`src/logic/eth_rx_pkg.sv`:
```
package eth_rx_pkg;

  typedef logic [7:0]  octet_t;
  typedef logic [31:0] word_t;      // first octet of a word in [31:24]
  typedef logic [8:0]  buf_addr_t;  // 512-word packet buffer
  typedef logic [10:0] frame_len_t; // octets, fcs excluded
  typedef logic [3:0]  apb_addr_t;

  // one decoded bit from the line, valid for a single cycle
  typedef struct packed {
    logic valid;
    logic value;
  } bit_beat_t;

  typedef enum logic [1:0] {
    IDLE,
    PREAMBLE,
    BODY,
    BLOCKED
  } frame_state_t;

  // ieee 802.3 crc-32, shifted lsb first
  localparam word_t CRC_POLY    = 32'hEDB8_8320; // reflected polynomial
  localparam word_t CRC_RESIDUE = 32'hDEBB_20E3; // register after data plus fcs

  localparam apb_addr_t REG_STATUS = 4'h0;
  localparam apb_addr_t REG_LEN    = 4'h4;
  localparam apb_addr_t REG_DROPS  = 4'h8;

endpackage

```
`src/logic/manchester_decoder.sv`:
```
`timescale 1ns/1ps

module manchester_decoder #(
  parameter int SAMPLES_PER_BIT = 8
) (
  input  logic                  CLK,
  input  logic                  RST,
  input  logic                  line,
  output eth_rx_pkg::bit_beat_t beat,
  output logic                  line_lost
);

  localparam int ACCEPT_TIME = (3 * SAMPLES_PER_BIT) / 4;
  localparam int LOST_TIME   = (5 * SAMPLES_PER_BIT) / 2;
  localparam int TW          = $clog2(LOST_TIME + 1);

  logic          sync1;
  logic          sync2;
  logic          level_q;   // previous synchronized level
  logic [TW-1:0] timer;     // cycles since last accepted transition
  logic          edge_seen;
  logic          accept;

  assign edge_seen = sync2 ^ level_q;
  // transitions closer than 3/4 bit are bit-boundary transitions
  assign accept = edge_seen && (timer >= TW'(ACCEPT_TIME));

  // synchronizer keeps tracking the wire during reset
  always_ff @(posedge CLK)
  begin
    sync1   <= line;
    sync2   <= sync1;
    level_q <= sync2;
  end

  always_ff @(posedge CLK)
  begin
    if (!RST)
    begin
      timer      <= TW'(LOST_TIME); // start as if the line were idle
      beat.valid <= 1'b0;
      beat.value <= 1'b0;
      line_lost  <= 1'b0;
    end
    else
    begin
      beat.valid <= accept;
      beat.value <= sync2;        // new level, rising means 1
      line_lost  <= !accept && (timer == TW'(LOST_TIME - 1));

      if (accept)
        timer <= '0;
      else if (timer != TW'(LOST_TIME))
        timer <= timer + 1'b1;    // saturates, so line_lost fires once
    end
  end

  // a bit and a carrier loss can never be reported together
  a_beat_vs_lost: assert property (
    @(posedge CLK) disable iff (!RST)
    beat.valid |-> !line_lost
  ) else $error("beat and line_lost pulsed in the same cycle");

endmodule

```
`src/logic/frame_control.sv`:
```
`timescale 1ns/1ps

module frame_control #(
  parameter int PREAMBLE_MIN = 8
) (
  input  logic                  CLK,
  input  logic                  RST,
  input  eth_rx_pkg::bit_beat_t beat,
  input  logic                  line_lost,
  input  logic                  busy,
  output logic                  in_frame,
  output logic                  frame_start,
  output logic                  frame_end,
  output logic                  drop_pulse
);

  localparam int CW = $clog2(PREAMBLE_MIN + 1);

  eth_rx_pkg::frame_state_t state;
  logic [CW-1:0]            pre_count;  // preamble beats, saturating
  logic                     prev_bit;
  logic                     sfd_seen;
  logic                     frame_open;

  // delimiter ends in two ones after a long enough preamble
  assign sfd_seen = beat.valid && beat.value && prev_bit &&
                    (pre_count >= CW'(PREAMBLE_MIN));

  always_ff @(posedge CLK)
  begin
    if (!RST)
    begin
      state       <= eth_rx_pkg::IDLE;
      pre_count   <= '0;
      prev_bit    <= 1'b0;
      in_frame    <= 1'b0;
      frame_start <= 1'b0;
      frame_end   <= 1'b0;
      drop_pulse  <= 1'b0;
      frame_open  <= 1'b0;
    end
    else
    begin
      frame_start <= 1'b0;
      frame_end   <= 1'b0;
      drop_pulse  <= 1'b0;

      if (beat.valid)
        prev_bit <= beat.value;
      else if (line_lost)
        prev_bit <= 1'b0;   // fresh start for the next carrier

      case (state)
        eth_rx_pkg::IDLE:
          if (beat.valid)
          begin
            pre_count <= CW'(1);
            state     <= busy ? eth_rx_pkg::BLOCKED : eth_rx_pkg::PREAMBLE;
          end
        eth_rx_pkg::PREAMBLE:
          if (line_lost)
            state <= eth_rx_pkg::IDLE;
          else if (sfd_seen)
          begin
            state       <= eth_rx_pkg::BODY;
            in_frame    <= 1'b1;
            frame_start <= 1'b1;
          end
          else if (beat.valid && pre_count != CW'(PREAMBLE_MIN))
            pre_count <= pre_count + 1'b1;
        eth_rx_pkg::BODY:
          if (line_lost)
          begin
            state     <= eth_rx_pkg::IDLE;
            in_frame  <= 1'b0;
            frame_end <= 1'b1;
          end
        default:  // BLOCKED, wait out the carrier
          if (line_lost)
          begin
            state      <= eth_rx_pkg::IDLE;
            drop_pulse <= 1'b1;
          end
      endcase

      if (frame_start)
        frame_open <= 1'b1;
      else if (frame_end)
        frame_open <= 1'b0;
    end
  end

  a_start_needs_end: assert property (
    @(posedge CLK) disable iff (!RST)
    frame_start |-> !frame_open
  ) else $error("frame_start repeated without frame_end");

endmodule

```
`src/logic/octet_collector.sv`:
```
`timescale 1ns/1ps

module octet_collector (
  input  logic                  CLK,
  input  logic                  RST,
  input  eth_rx_pkg::bit_beat_t beat,
  input  logic                  in_frame,
  input  logic                  frame_start,
  output eth_rx_pkg::octet_t    octet,
  output logic                  octet_valid,
  output logic                  aligned
);

  logic [2:0] bit_count;
  logic       take;

  assign take    = in_frame && beat.valid;
  assign aligned = (bit_count == 3'd0);

  // lsb first, first bit lands in bit 0 after eight shifts
  always_ff @(posedge CLK)
  begin
    if (take)
      octet <= {beat.value, octet[7:1]};
  end

  always_ff @(posedge CLK)
  begin
    if (!RST)
    begin
      bit_count   <= 3'd0;
      octet_valid <= 1'b0;
    end
    else
    begin
      octet_valid <= take && (bit_count == 3'd7);
      if (frame_start)
        bit_count <= 3'd0;
      else if (take)
        bit_count <= bit_count + 3'd1;  // wraps every octet
    end
  end

endmodule

```
`src/logic/crc32_check.sv`:
```
`timescale 1ns/1ps

module crc32_check (
  input  logic                  CLK,
  input  logic                  RST,
  input  eth_rx_pkg::bit_beat_t beat,
  input  logic                  in_frame,
  input  logic                  frame_start,
  output logic                  crc_ok
);

  eth_rx_pkg::word_t crc;
  logic              feedback;

  assign feedback = crc[0] ^ beat.value;

  // fcs bits go through too, so a clean frame leaves the residue
  assign crc_ok = (crc == eth_rx_pkg::CRC_RESIDUE);

  always_ff @(posedge CLK)
  begin
    if (!RST)
      crc <= '1;
    else if (frame_start)
      crc <= '1;              // preset per frame
    else if (in_frame && beat.valid)
      crc <= (crc >> 1) ^ ({32{feedback}} & eth_rx_pkg::CRC_POLY);
  end

endmodule

```
`src/logic/word_packer.sv`:
```
`timescale 1ns/1ps

module word_packer (
  input  logic                   CLK,
  input  logic                   RST,
  input  eth_rx_pkg::octet_t     octet,
  input  logic                   octet_valid,
  input  logic                   aligned,
  input  logic                   crc_ok,
  input  logic                   frame_start,
  input  logic                   frame_end,
  output eth_rx_pkg::buf_addr_t  buf_addr,
  output eth_rx_pkg::word_t      buf_data,
  output logic                   buf_write,
  output logic                   frame_done,
  output logic                   frame_good,
  output eth_rx_pkg::frame_len_t frame_len
);

  logic [1:0]             byte_idx;     // next byte lane, 0 is the top byte
  eth_rx_pkg::frame_len_t octet_count;
  logic                   active;       // between frame_start and frame_end
  logic                   take;

  assign take = octet_valid && active;

  always_ff @(posedge CLK)
  begin
    if (take)
    begin
      case (byte_idx)
        2'd0:    buf_data[31:24] <= octet;
        2'd1:    buf_data[23:16] <= octet;
        2'd2:    buf_data[15:8]  <= octet;
        default: buf_data[7:0]   <= octet;
      endcase
    end
    if (frame_end)
      frame_len <= octet_count - eth_rx_pkg::frame_len_t'(4);  // drop the fcs
  end

  always_ff @(posedge CLK)
  begin
    if (!RST)
    begin
      byte_idx    <= 2'd0;
      octet_count <= '0;
      active      <= 1'b0;
      buf_addr    <= '0;
      buf_write   <= 1'b0;
      frame_done  <= 1'b0;
      frame_good  <= 1'b0;
    end
    else
    begin
      buf_write  <= take && (byte_idx == 2'd3);  // partial words never written
      frame_done <= frame_end;

      if (frame_start)
      begin
        active      <= 1'b1;
        byte_idx    <= 2'd0;
        octet_count <= '0;
        buf_addr    <= '0;
      end
      else
      begin
        if (take)
        begin
          byte_idx    <= byte_idx + 2'd1;
          octet_count <= octet_count + 1'b1;
        end
        if (buf_write)
          buf_addr <= buf_addr + 1'b1;
        if (frame_end)
          active <= 1'b0;
      end

      if (frame_end)
        frame_good <= crc_ok && aligned &&
                      (octet_count >= eth_rx_pkg::frame_len_t'(4));
    end
  end

  // the last word must be out before the frame closes
  a_write_in_frame: assert property (
    @(posedge CLK) disable iff (!RST)
    $rose(buf_write) |-> active
  ) else $error("buffer write outside a frame");

endmodule

```
`src/logic/rx_apb_regs.sv`:
```
`timescale 1ns/1ps

module rx_apb_regs (
  input  logic                   CLK,
  input  logic                   RST,
  input  logic                   psel,
  input  logic                   penable,
  input  logic                   pwrite,
  input  eth_rx_pkg::apb_addr_t  paddr,
  input  eth_rx_pkg::word_t      pwdata,
  input  logic                   frame_done,
  input  logic                   frame_good,
  input  eth_rx_pkg::frame_len_t frame_len,
  input  logic                   drop_pulse,
  output eth_rx_pkg::word_t      prdata,
  output logic                   pready,
  output logic                   pslverr,
  output logic                   busy
);

  logic                   ready;      // good frame waiting in the buffer
  eth_rx_pkg::frame_len_t len_reg;
  logic [15:0]            drops;
  logic                   access_wr;
  logic                   drop_event;

  assign access_wr  = psel && penable && pwrite;
  assign drop_event = (frame_done && !frame_good) || drop_pulse;

  assign pready  = 1'b1;   // zero wait states
  assign pslverr = 1'b0;
  assign busy    = ready;

  always_comb
  begin
    case (paddr)
      eth_rx_pkg::REG_STATUS: prdata = {31'b0, ready};
      eth_rx_pkg::REG_LEN:    prdata = {21'b0, len_reg};
      eth_rx_pkg::REG_DROPS:  prdata = {16'b0, drops};
      default:                prdata = '0;
    endcase
  end

  always_ff @(posedge CLK)
  begin
    if (!RST)
    begin
      ready   <= 1'b0;
      len_reg <= '0;
      drops   <= '0;
    end
    else
    begin
      if (access_wr && paddr == eth_rx_pkg::REG_STATUS && pwdata[0])
        ready <= 1'b0;    // host releases the buffer
      if (frame_done && frame_good)
      begin
        ready   <= 1'b1;
        len_reg <= frame_len;
      end
      if (drop_event && drops != '1)
        drops <= drops + 16'd1;  // sticks at max
    end
  end

endmodule

```
`src/logic/eth_rx_top.sv`:
```
`timescale 1ns/1ps

module eth_rx_top #(
  parameter int SAMPLES_PER_BIT = 8,
  parameter int PREAMBLE_MIN    = 8
) (
  input  logic                  CLK,
  input  logic                  RST,
  input  logic                  line,
  input  logic                  psel,
  input  logic                  penable,
  input  logic                  pwrite,
  input  eth_rx_pkg::apb_addr_t paddr,
  input  eth_rx_pkg::word_t     pwdata,
  output eth_rx_pkg::buf_addr_t buf_addr,
  output eth_rx_pkg::word_t     buf_data,
  output logic                  buf_write,
  output eth_rx_pkg::word_t     prdata,
  output logic                  pready,
  output logic                  pslverr
);

  eth_rx_pkg::bit_beat_t  beat;
  logic                   line_lost;
  logic                   in_frame;
  logic                   frame_start;
  logic                   frame_end;
  logic                   drop_pulse;
  eth_rx_pkg::octet_t     octet;
  logic                   octet_valid;
  logic                   aligned;
  logic                   crc_ok;
  logic                   frame_done;
  logic                   frame_good;
  eth_rx_pkg::frame_len_t frame_len;
  logic                   busy;

  manchester_decoder #(
    .SAMPLES_PER_BIT(SAMPLES_PER_BIT)
  ) u_decoder (
    .CLK       (CLK),
    .RST       (RST),
    .line      (line),
    .beat      (beat),
    .line_lost (line_lost)
  );

  frame_control #(
    .PREAMBLE_MIN(PREAMBLE_MIN)
  ) u_frame_ctl (
    .CLK         (CLK),
    .RST         (RST),
    .beat        (beat),
    .line_lost   (line_lost),
    .busy        (busy),
    .in_frame    (in_frame),
    .frame_start (frame_start),
    .frame_end   (frame_end),
    .drop_pulse  (drop_pulse)
  );

  octet_collector u_collector (
    .CLK         (CLK),
    .RST         (RST),
    .beat        (beat),
    .in_frame    (in_frame),
    .frame_start (frame_start),
    .octet       (octet),
    .octet_valid (octet_valid),
    .aligned     (aligned)
  );

  crc32_check u_crc (
    .CLK         (CLK),
    .RST         (RST),
    .beat        (beat),
    .in_frame    (in_frame),
    .frame_start (frame_start),
    .crc_ok      (crc_ok)
  );

  word_packer u_packer (
    .CLK         (CLK),
    .RST         (RST),
    .octet       (octet),
    .octet_valid (octet_valid),
    .aligned     (aligned),
    .crc_ok      (crc_ok),
    .frame_start (frame_start),
    .frame_end   (frame_end),
    .buf_addr    (buf_addr),
    .buf_data    (buf_data),
    .buf_write   (buf_write),
    .frame_done  (frame_done),
    .frame_good  (frame_good),
    .frame_len   (frame_len)
  );

  rx_apb_regs u_regs (
    .CLK        (CLK),
    .RST        (RST),
    .psel       (psel),
    .penable    (penable),
    .pwrite     (pwrite),
    .paddr      (paddr),
    .pwdata     (pwdata),
    .frame_done (frame_done),
    .frame_good (frame_good),
    .frame_len  (frame_len),
    .drop_pulse (drop_pulse),
    .prdata     (prdata),
    .pready     (pready),
    .pslverr    (pslverr),
    .busy       (busy)
  );

endmodule

```
`config.mk`:
```
export PLATFORM = sky130hd
export DESIGN_NAME = eth_rx_top
export DESIGN_NICKNAME = d
export VERILOG_FILES = /design/src/logic/eth_rx_pkg.sv /design/src/logic/manchester_decoder.sv /design/src/logic/frame_control.sv /design/src/logic/octet_collector.sv /design/src/logic/crc32_check.sv /design/src/logic/word_packer.sv /design/src/logic/rx_apb_regs.sv /design/src/logic/eth_rx_top.sv
export SDC_FILE = /design/constraint.sdc
export NUM_CORES = 1
export LEC_CHECK = 0
export BUFFER_PORTS_ARGS = -buffer_cell sky130_fd_sc_hd__buf_2
export CAP_MARGIN = 20
export CORE_ASPECT_RATIO = 2
export CORE_UTILIZATION = 53
export CTS_BUF_LIST = sky130_fd_sc_hd__clkbuf_4 sky130_fd_sc_hd__clkbuf_8 sky130_fd_sc_hd__clkbuf_16
export DETAILED_ROUTE_END_ITERATION = 6
export PLACE_DENSITY_LB_ADDON = 0.12
export SYNTH_ARGS = -nofsm -noshare
export SYNTH_HDL_FRONTEND = slang
export SYNTH_SLANG_ARGS = --single-unit
export TNS_END_PERCENT = 50
```
`constraint.sdc`:
```
create_clock -name CLK -period 4.2 [get_ports CLK]
set_input_delay 0.21 -clock CLK [delete_from_list [all_inputs] [get_ports CLK]]
set_output_delay 0.21 -clock CLK [all_outputs]
set_load 0.02 [all_outputs]
```
==> Word level (Yosys, flattened, before mapping) <==
Cells that the tools add are included.
{ "op_classes": {"add_sub_neg": 8, "muxes": 25, "n_eq_ne": 20, "n_bitwise": 6, "order_cmp": 3, "reduce_logical": 46} }
{ "op_table": {"columns": ["cell", "count"], "rows": [
  ["$pmux 16 s3", 1],
  ["$eq 32x32->1 const B", 1],
  ["$xor 31x32->32", 1],
  ["$logic_and 1x1->1", 19],
  ["$add 16x1->16 const B", 1],
  ["$mux 4", 4],
  ["$ne 16x16->1 const B", 1],
  ["$reduce_bool 2->1", 6],
  ["$add 11x1->11 const B", 1],
  ["$ge 11x3->1 const B", 1],
  ["$sub 11x3->11 const B", 1],
  ["$mux 1", 10],
  ["$mux 2", 5],
  ["$mux 5", 2],
  ["$reduce_and 2->1", 5],
  ["$add 9x1->9 const B", 1],
  ["$ne 2x2->1 const B", 4],
  ["$pmux 4 s2", 1],
  ["$eq 2x2->1 const B", 3],
  ["$reduce_or 3->1", 2],
  ["$add 5x1->5 const B", 1],
  ["$eq 5x5->1 const B", 1],
  ["$ge 5x3->1 const B", 1],
  ["$ne 5x5->1 const B", 1],
  ["other kinds (26)", 34]
]} }
{ "word_totals": {"wordCells": 142, "inputBits": 42, "output_inout_bits": 76, "reg_bits": 163} }

==> Depth between registers and ports, before layout <==
{ "depth": {"ltp_word": 6, "ltp_mapped": 6, "ltp_nobuf": 6} }

==> Hierarchy <==
Synthesis repeated with hierarchy kept, for this count alone.
{ "hier_totals": {"cells_unflattened": 688, "area_unflattened_um2": 7086.8} }
{ "modules_own_cells": {"columns": ["module", "n_inst", "area_per_inst_um2", "cells_each", "seq_area_each_um2"], "rows": [
  ["word_packer", 1, 2693.8, 203, 1811.7],
  ["rx_apb_regs", 1, 1615.3, 193, 560.5],
  ["crc32_check", 1, 1302.5, 153, 640.6],
  ["frame_control", 1, 571.8, 67, 220.2],
  ["octet_collector", 1, 455.4, 30, 320.3],
  ["manchester_decoder", 1, 447.9, 42, 220.2]
]} }

==> Least setup slack after synthesis <==
OpenSTA, ideal clock, no wires.
{ "synth_timing": {"path_kind": "register to register", "start": "register u_regs.drops[0]", "end": "register u_regs.drops[10]", "period_less_slack_ps": 1678, "t_arrival_ps": 1608, "n_path_buf": 0, "required_time_ps": 4130, "setup_slack_ps": 2522, "setup_time_ps": 70, "path_stages_with_launch": 6, "path_cell_list": "dfxtp_1 ha_1 nand4_1 a211o_2 or4_1 a21oi_1"} }
{ "synth_between": {"elab_chain_cells": 2, "elab_cells_between_ends": 3, "cone_classes": "1 x add/sub; 1 x eq/ne; 1 x reduce/logical"} }
{ "synth_rtl": {"columns": ["item", "line_no", "text"], "rows": [
  ["start: declaration", "rx_apb_regs.sv:23", "logic [15:0] drops;"],
  ["start signal: assignment", "rx_apb_regs.sv:62", "drops <= drops + 16'd1;"],
  ["parallel branches: the longest is 2 deep, another holds $add 16x1->16", null, null]
]} }
Several ways; the timed one is not identified.
A chain may end at the register's enable or synchronous reset.

==> Final worst setup path <==
{ "layout_timing": {"start": "register u_regs.drops[1]", "end": "register u_regs.drops[10]"} }
The elaborated chain is that of the path after synthesis.

==> results.sh <==
export IMPL_path_class="register to register"
export IMPL_hold_path_class="input pin to register"
export IMPL_synth_seq_cells=163
export IMPL_synth_area_leaders="dfxtp_1, edfxtp_1, nand2_1"
export IMPL_final_setup_viol_count=0
export IMPL_io_buffers=68
export IMPL_detailed_place_hpwl_um=9830
export IMPL_grt_overflow_total=0
export IMPL_grt_pass1_vias=5103
export IMPL_synth_top_cell_by_area="dfxtp_1"
export IMPL_tightest_slew_ns=0.996
export IMPL_rows=58
export IMPL_start_util=0.547
export IMPL_required_ns=4.55
export IMPL_status="finished clean"
export IMPL_grt_use_total=0.212
export IMPL_io_pins=118
export IMPL_clk_pin_slew_ns=0.07
export IMPL_async_flop_share=0
export IMPL_vias=5056
export IMPL_die_w_um=82.9
export IMPL_htreeDepth=4
export IMPL_die_area_um2=13600
export IMPL_syn_inst=692
export IMPL_final_cell_count_no_fill=917
export IMPL_synth_edf_count=51
export IMPL_layout_drive_gt1_share=0.151
export IMPL_yosysTopAreaCellShare=0.323
export IMPL_grt_pass1_wl_um=23000
export IMPL_wl_per_cell_um=15.0
export IMPL_grt_max_degree=49
export IMPL_cp_max_fo=8
export IMPL_hold_violations=0
export IMPL_cts_buffers=17
export IMPL_seq_area_frac_synth=0.544
export IMPL_core_um2=12700
export IMPL_dr_first_iter_drc_count=202
export IMPL_place_gp_congestion=0.858
export IMPL_cp_arrival_ns=2.34
export IMPL_root_buffer="clkbuf_16"
export IMPL_areaGrowthSynthToFinish_pct=14.5
export IMPL_clk_latency_ns=0.43
export IMPL_postCtsSetupBuffers=0
export IMPL_slew_headroom=0.334
export IMPL_power_density_nw_per_um2=416
export IMPL_synth_avg_cell_area_um2=10.0
export IMPL_fillers=1077
export IMPL_cap_violations=0
export IMPL_fmax_mhz=502
export IMPL_skew_ns=0.0103
export IMPL_post_route_period_util=0.475
export IMPL_synth_ff_type="dfxtp_1"
export IMPL_critPathCaptureType="register"
export IMPL_final_max_slew_viol_count=0
export IMPL_die_y_um=164
export IMPL_fin_nets=818
export IMPL_fin_crit_ns=1.99
export IMPL_setup_tns_ns=0
export IMPL_dp_cells=883
export IMPL_detail_route_antenna_nets=0
export IMPL_yosysWarnings=0
export IMPL_routed_wl_um=13800
export IMPL_cp_start_kind="register"
export IMPL_vias_per_cell=5.51
export IMPL_drc_errors=0
export IMPL_antennaDiodeCount=0
export IMPL_syn_area_um2=6940
export IMPL_clock_sinks=163
export IMPL_cts_tree="yes"
export IMPL_rsz0062_at_grt="no"
export IMPL_grt_antenna_before_repair=0
export IMPL_drtPass1Iterations=4
export IMPL_reg_top3="u_crc.crc: 32 flops, u_packer.buf_data: 32 flops, u_regs.drops: 16 flops"
export IMPL_worst_ir_drop_vdd_mv=0.339
export IMPL_ys_types=58
export IMPL_total_leakage_power_nw=3.15
export IMPL_clockBufferDepth=2
-- path summary, 6_finish.rpt --
path                   startpoint               end  slack [ns]  cells past startpoint
hold / removal           paddr[3]       u_regs.busy        0.19                      3
setup / recovery  u_regs.drops[1]  u_regs.drops[10]        2.21                      5
setup reg to reg  u_regs.drops[1]  u_regs.drops[10]        2.21                      5
hold reg to reg   u_decoder.sync1   u_decoder.sync2        0.33                      0
-- cell usage in the layout, fill, tap and decap left out, drive strengths merged, types with 2 or more instances in the layout --
cell type	n
dfxtp	112
nand2	110
buf	73
edfxtp	51
inv	40
a21oi	38
nor2	32
nand3	32
xnor2	26
ha	22
o21ai	19
conb	18
clkbuf	17
and2	14
nand4	14
o211ai	13
xor2	13
and3	11
a22o	10
o31ai	9
or3	9
nand2b	9
or4	8
and4	7
nor4	7
nand4b	6
nor3	6
mux2i	6
o31a	3
nor4bb	2
and3b	2
or4bb	2
a22oi	2
nor2b	2
o21a	2
a31oi	2
o2111ai	2
clkinvlp	2
-- kinds of logic (layout without fill, tap and decap cells) --
group / Yosys count / after routing / share of synthesized area
AND/OR/NAND/NOR: 275 / 275 / 0.203
adder cells (fa/ha/maj): 22 / 22 / 0.0396
XOR/XNOR: 39 / 39 / 0.0492
buffers and inverters: 75 / 134 / 0.0517
flip-flops: 163 / 163 / 0.544
other: 2 / 18 / 0.00108
multiplexers: 7 / 7 / 0.0103
AO/OA/AOI/OAI: 109 / 109 / 0.102
-- cell usage after synthesis (2+ instances only) --
library cell,number
a21oi_1,38
a22o_1,9
a22oi_1,2
a31oi_1,2
and2_1,14
and3_1,11
and3b_1,2
and4_1,7
buf_1,3
buf_2,2
buf_4,18
clkbuf_1,23
conb_1,2
dfxtp_1,112
edfxtp_1,51
ha_1,22
inv_1,27
mux2i_1,6
nand2_1,110
nand2b_1,8
nand3_1,31
nand4_1,14
nand4b_1,6
nor2_1,32
nor2b_1,2
nor3_1,6
nor4_1,7
nor4bb_1,2
o2111ai_1,2
o211ai_1,13
o21a_1,2
o21ai_0,18
o31a_1,3
o31ai_1,9
or3_1,8
or4_1,8
or4bb_1,2
xnor2_1,26
xor2_1,13
-- cell type report --
class / instances / area (um2) / share of cell area
Clock inverter: 15 / 170 / 0.0214
Inverter: 28 / 105 / 0.0132
Multi-Input combinational cell: 470 / 2880 / 0.362
Tap cell: 150 / 188 / 0.0236
Clock buffer: 17 / 425 / 0.0535
Timing Repair Buffer: 74 / 408 / 0.0513
Sequential cell: 163 / 3770 / 0.475
-- worst max-delay path: stages, from the launching register on --
cell and delay [ns]:
dfxtp_1 0.43, ha_1 0.34, nand4_1 0.21, a211o_2 0.38
or4_1 0.41, a21oi_1 0.15
-- what timing repair did --
| action | in CTS | in global routing |
|---|---|---|
| hold buffers | 1 | 0 |
| endpoints found under the hold margin | 1 | 0 |
| resized for setup | 0 | 0 |
-- metrics by stage --
step	hold slack [ns]	total power [mW]	worst slack (ns)	cell area, um2	utilization
after floorplan	0.238	1.77	2.52	7000	-
after CTS	0.183	3.33	2.00	7920	0.624
after global routing	0.227	3.41	2.09	7950	0.626
after global placement	0.314	1.78	2.09	7310	0.576
after detailed placement	0.312	1.79	2.01	7310	0.576
final	0.190	3.30	2.21	7950	0.626
-- routing by layer --
metal	vias to the layer above	global-route usage	share of wire
met1	2433	0.201	0.38
li1	2523	-	-
met2	77	0.418	0.58
met4	0	0.108	0.025
met3	23	0.0457	0.022
met5	-	0	0
-- power breakdown --
part	total, mW	switching, mW	internal [mW]
combinational	0.115	0.0782	0.0370
sequential	1.64	0.0139	1.62
clock	1.55	0.694	0.855
total	3.30	0.786	2.52
Power figures use the tool's default switching activity.
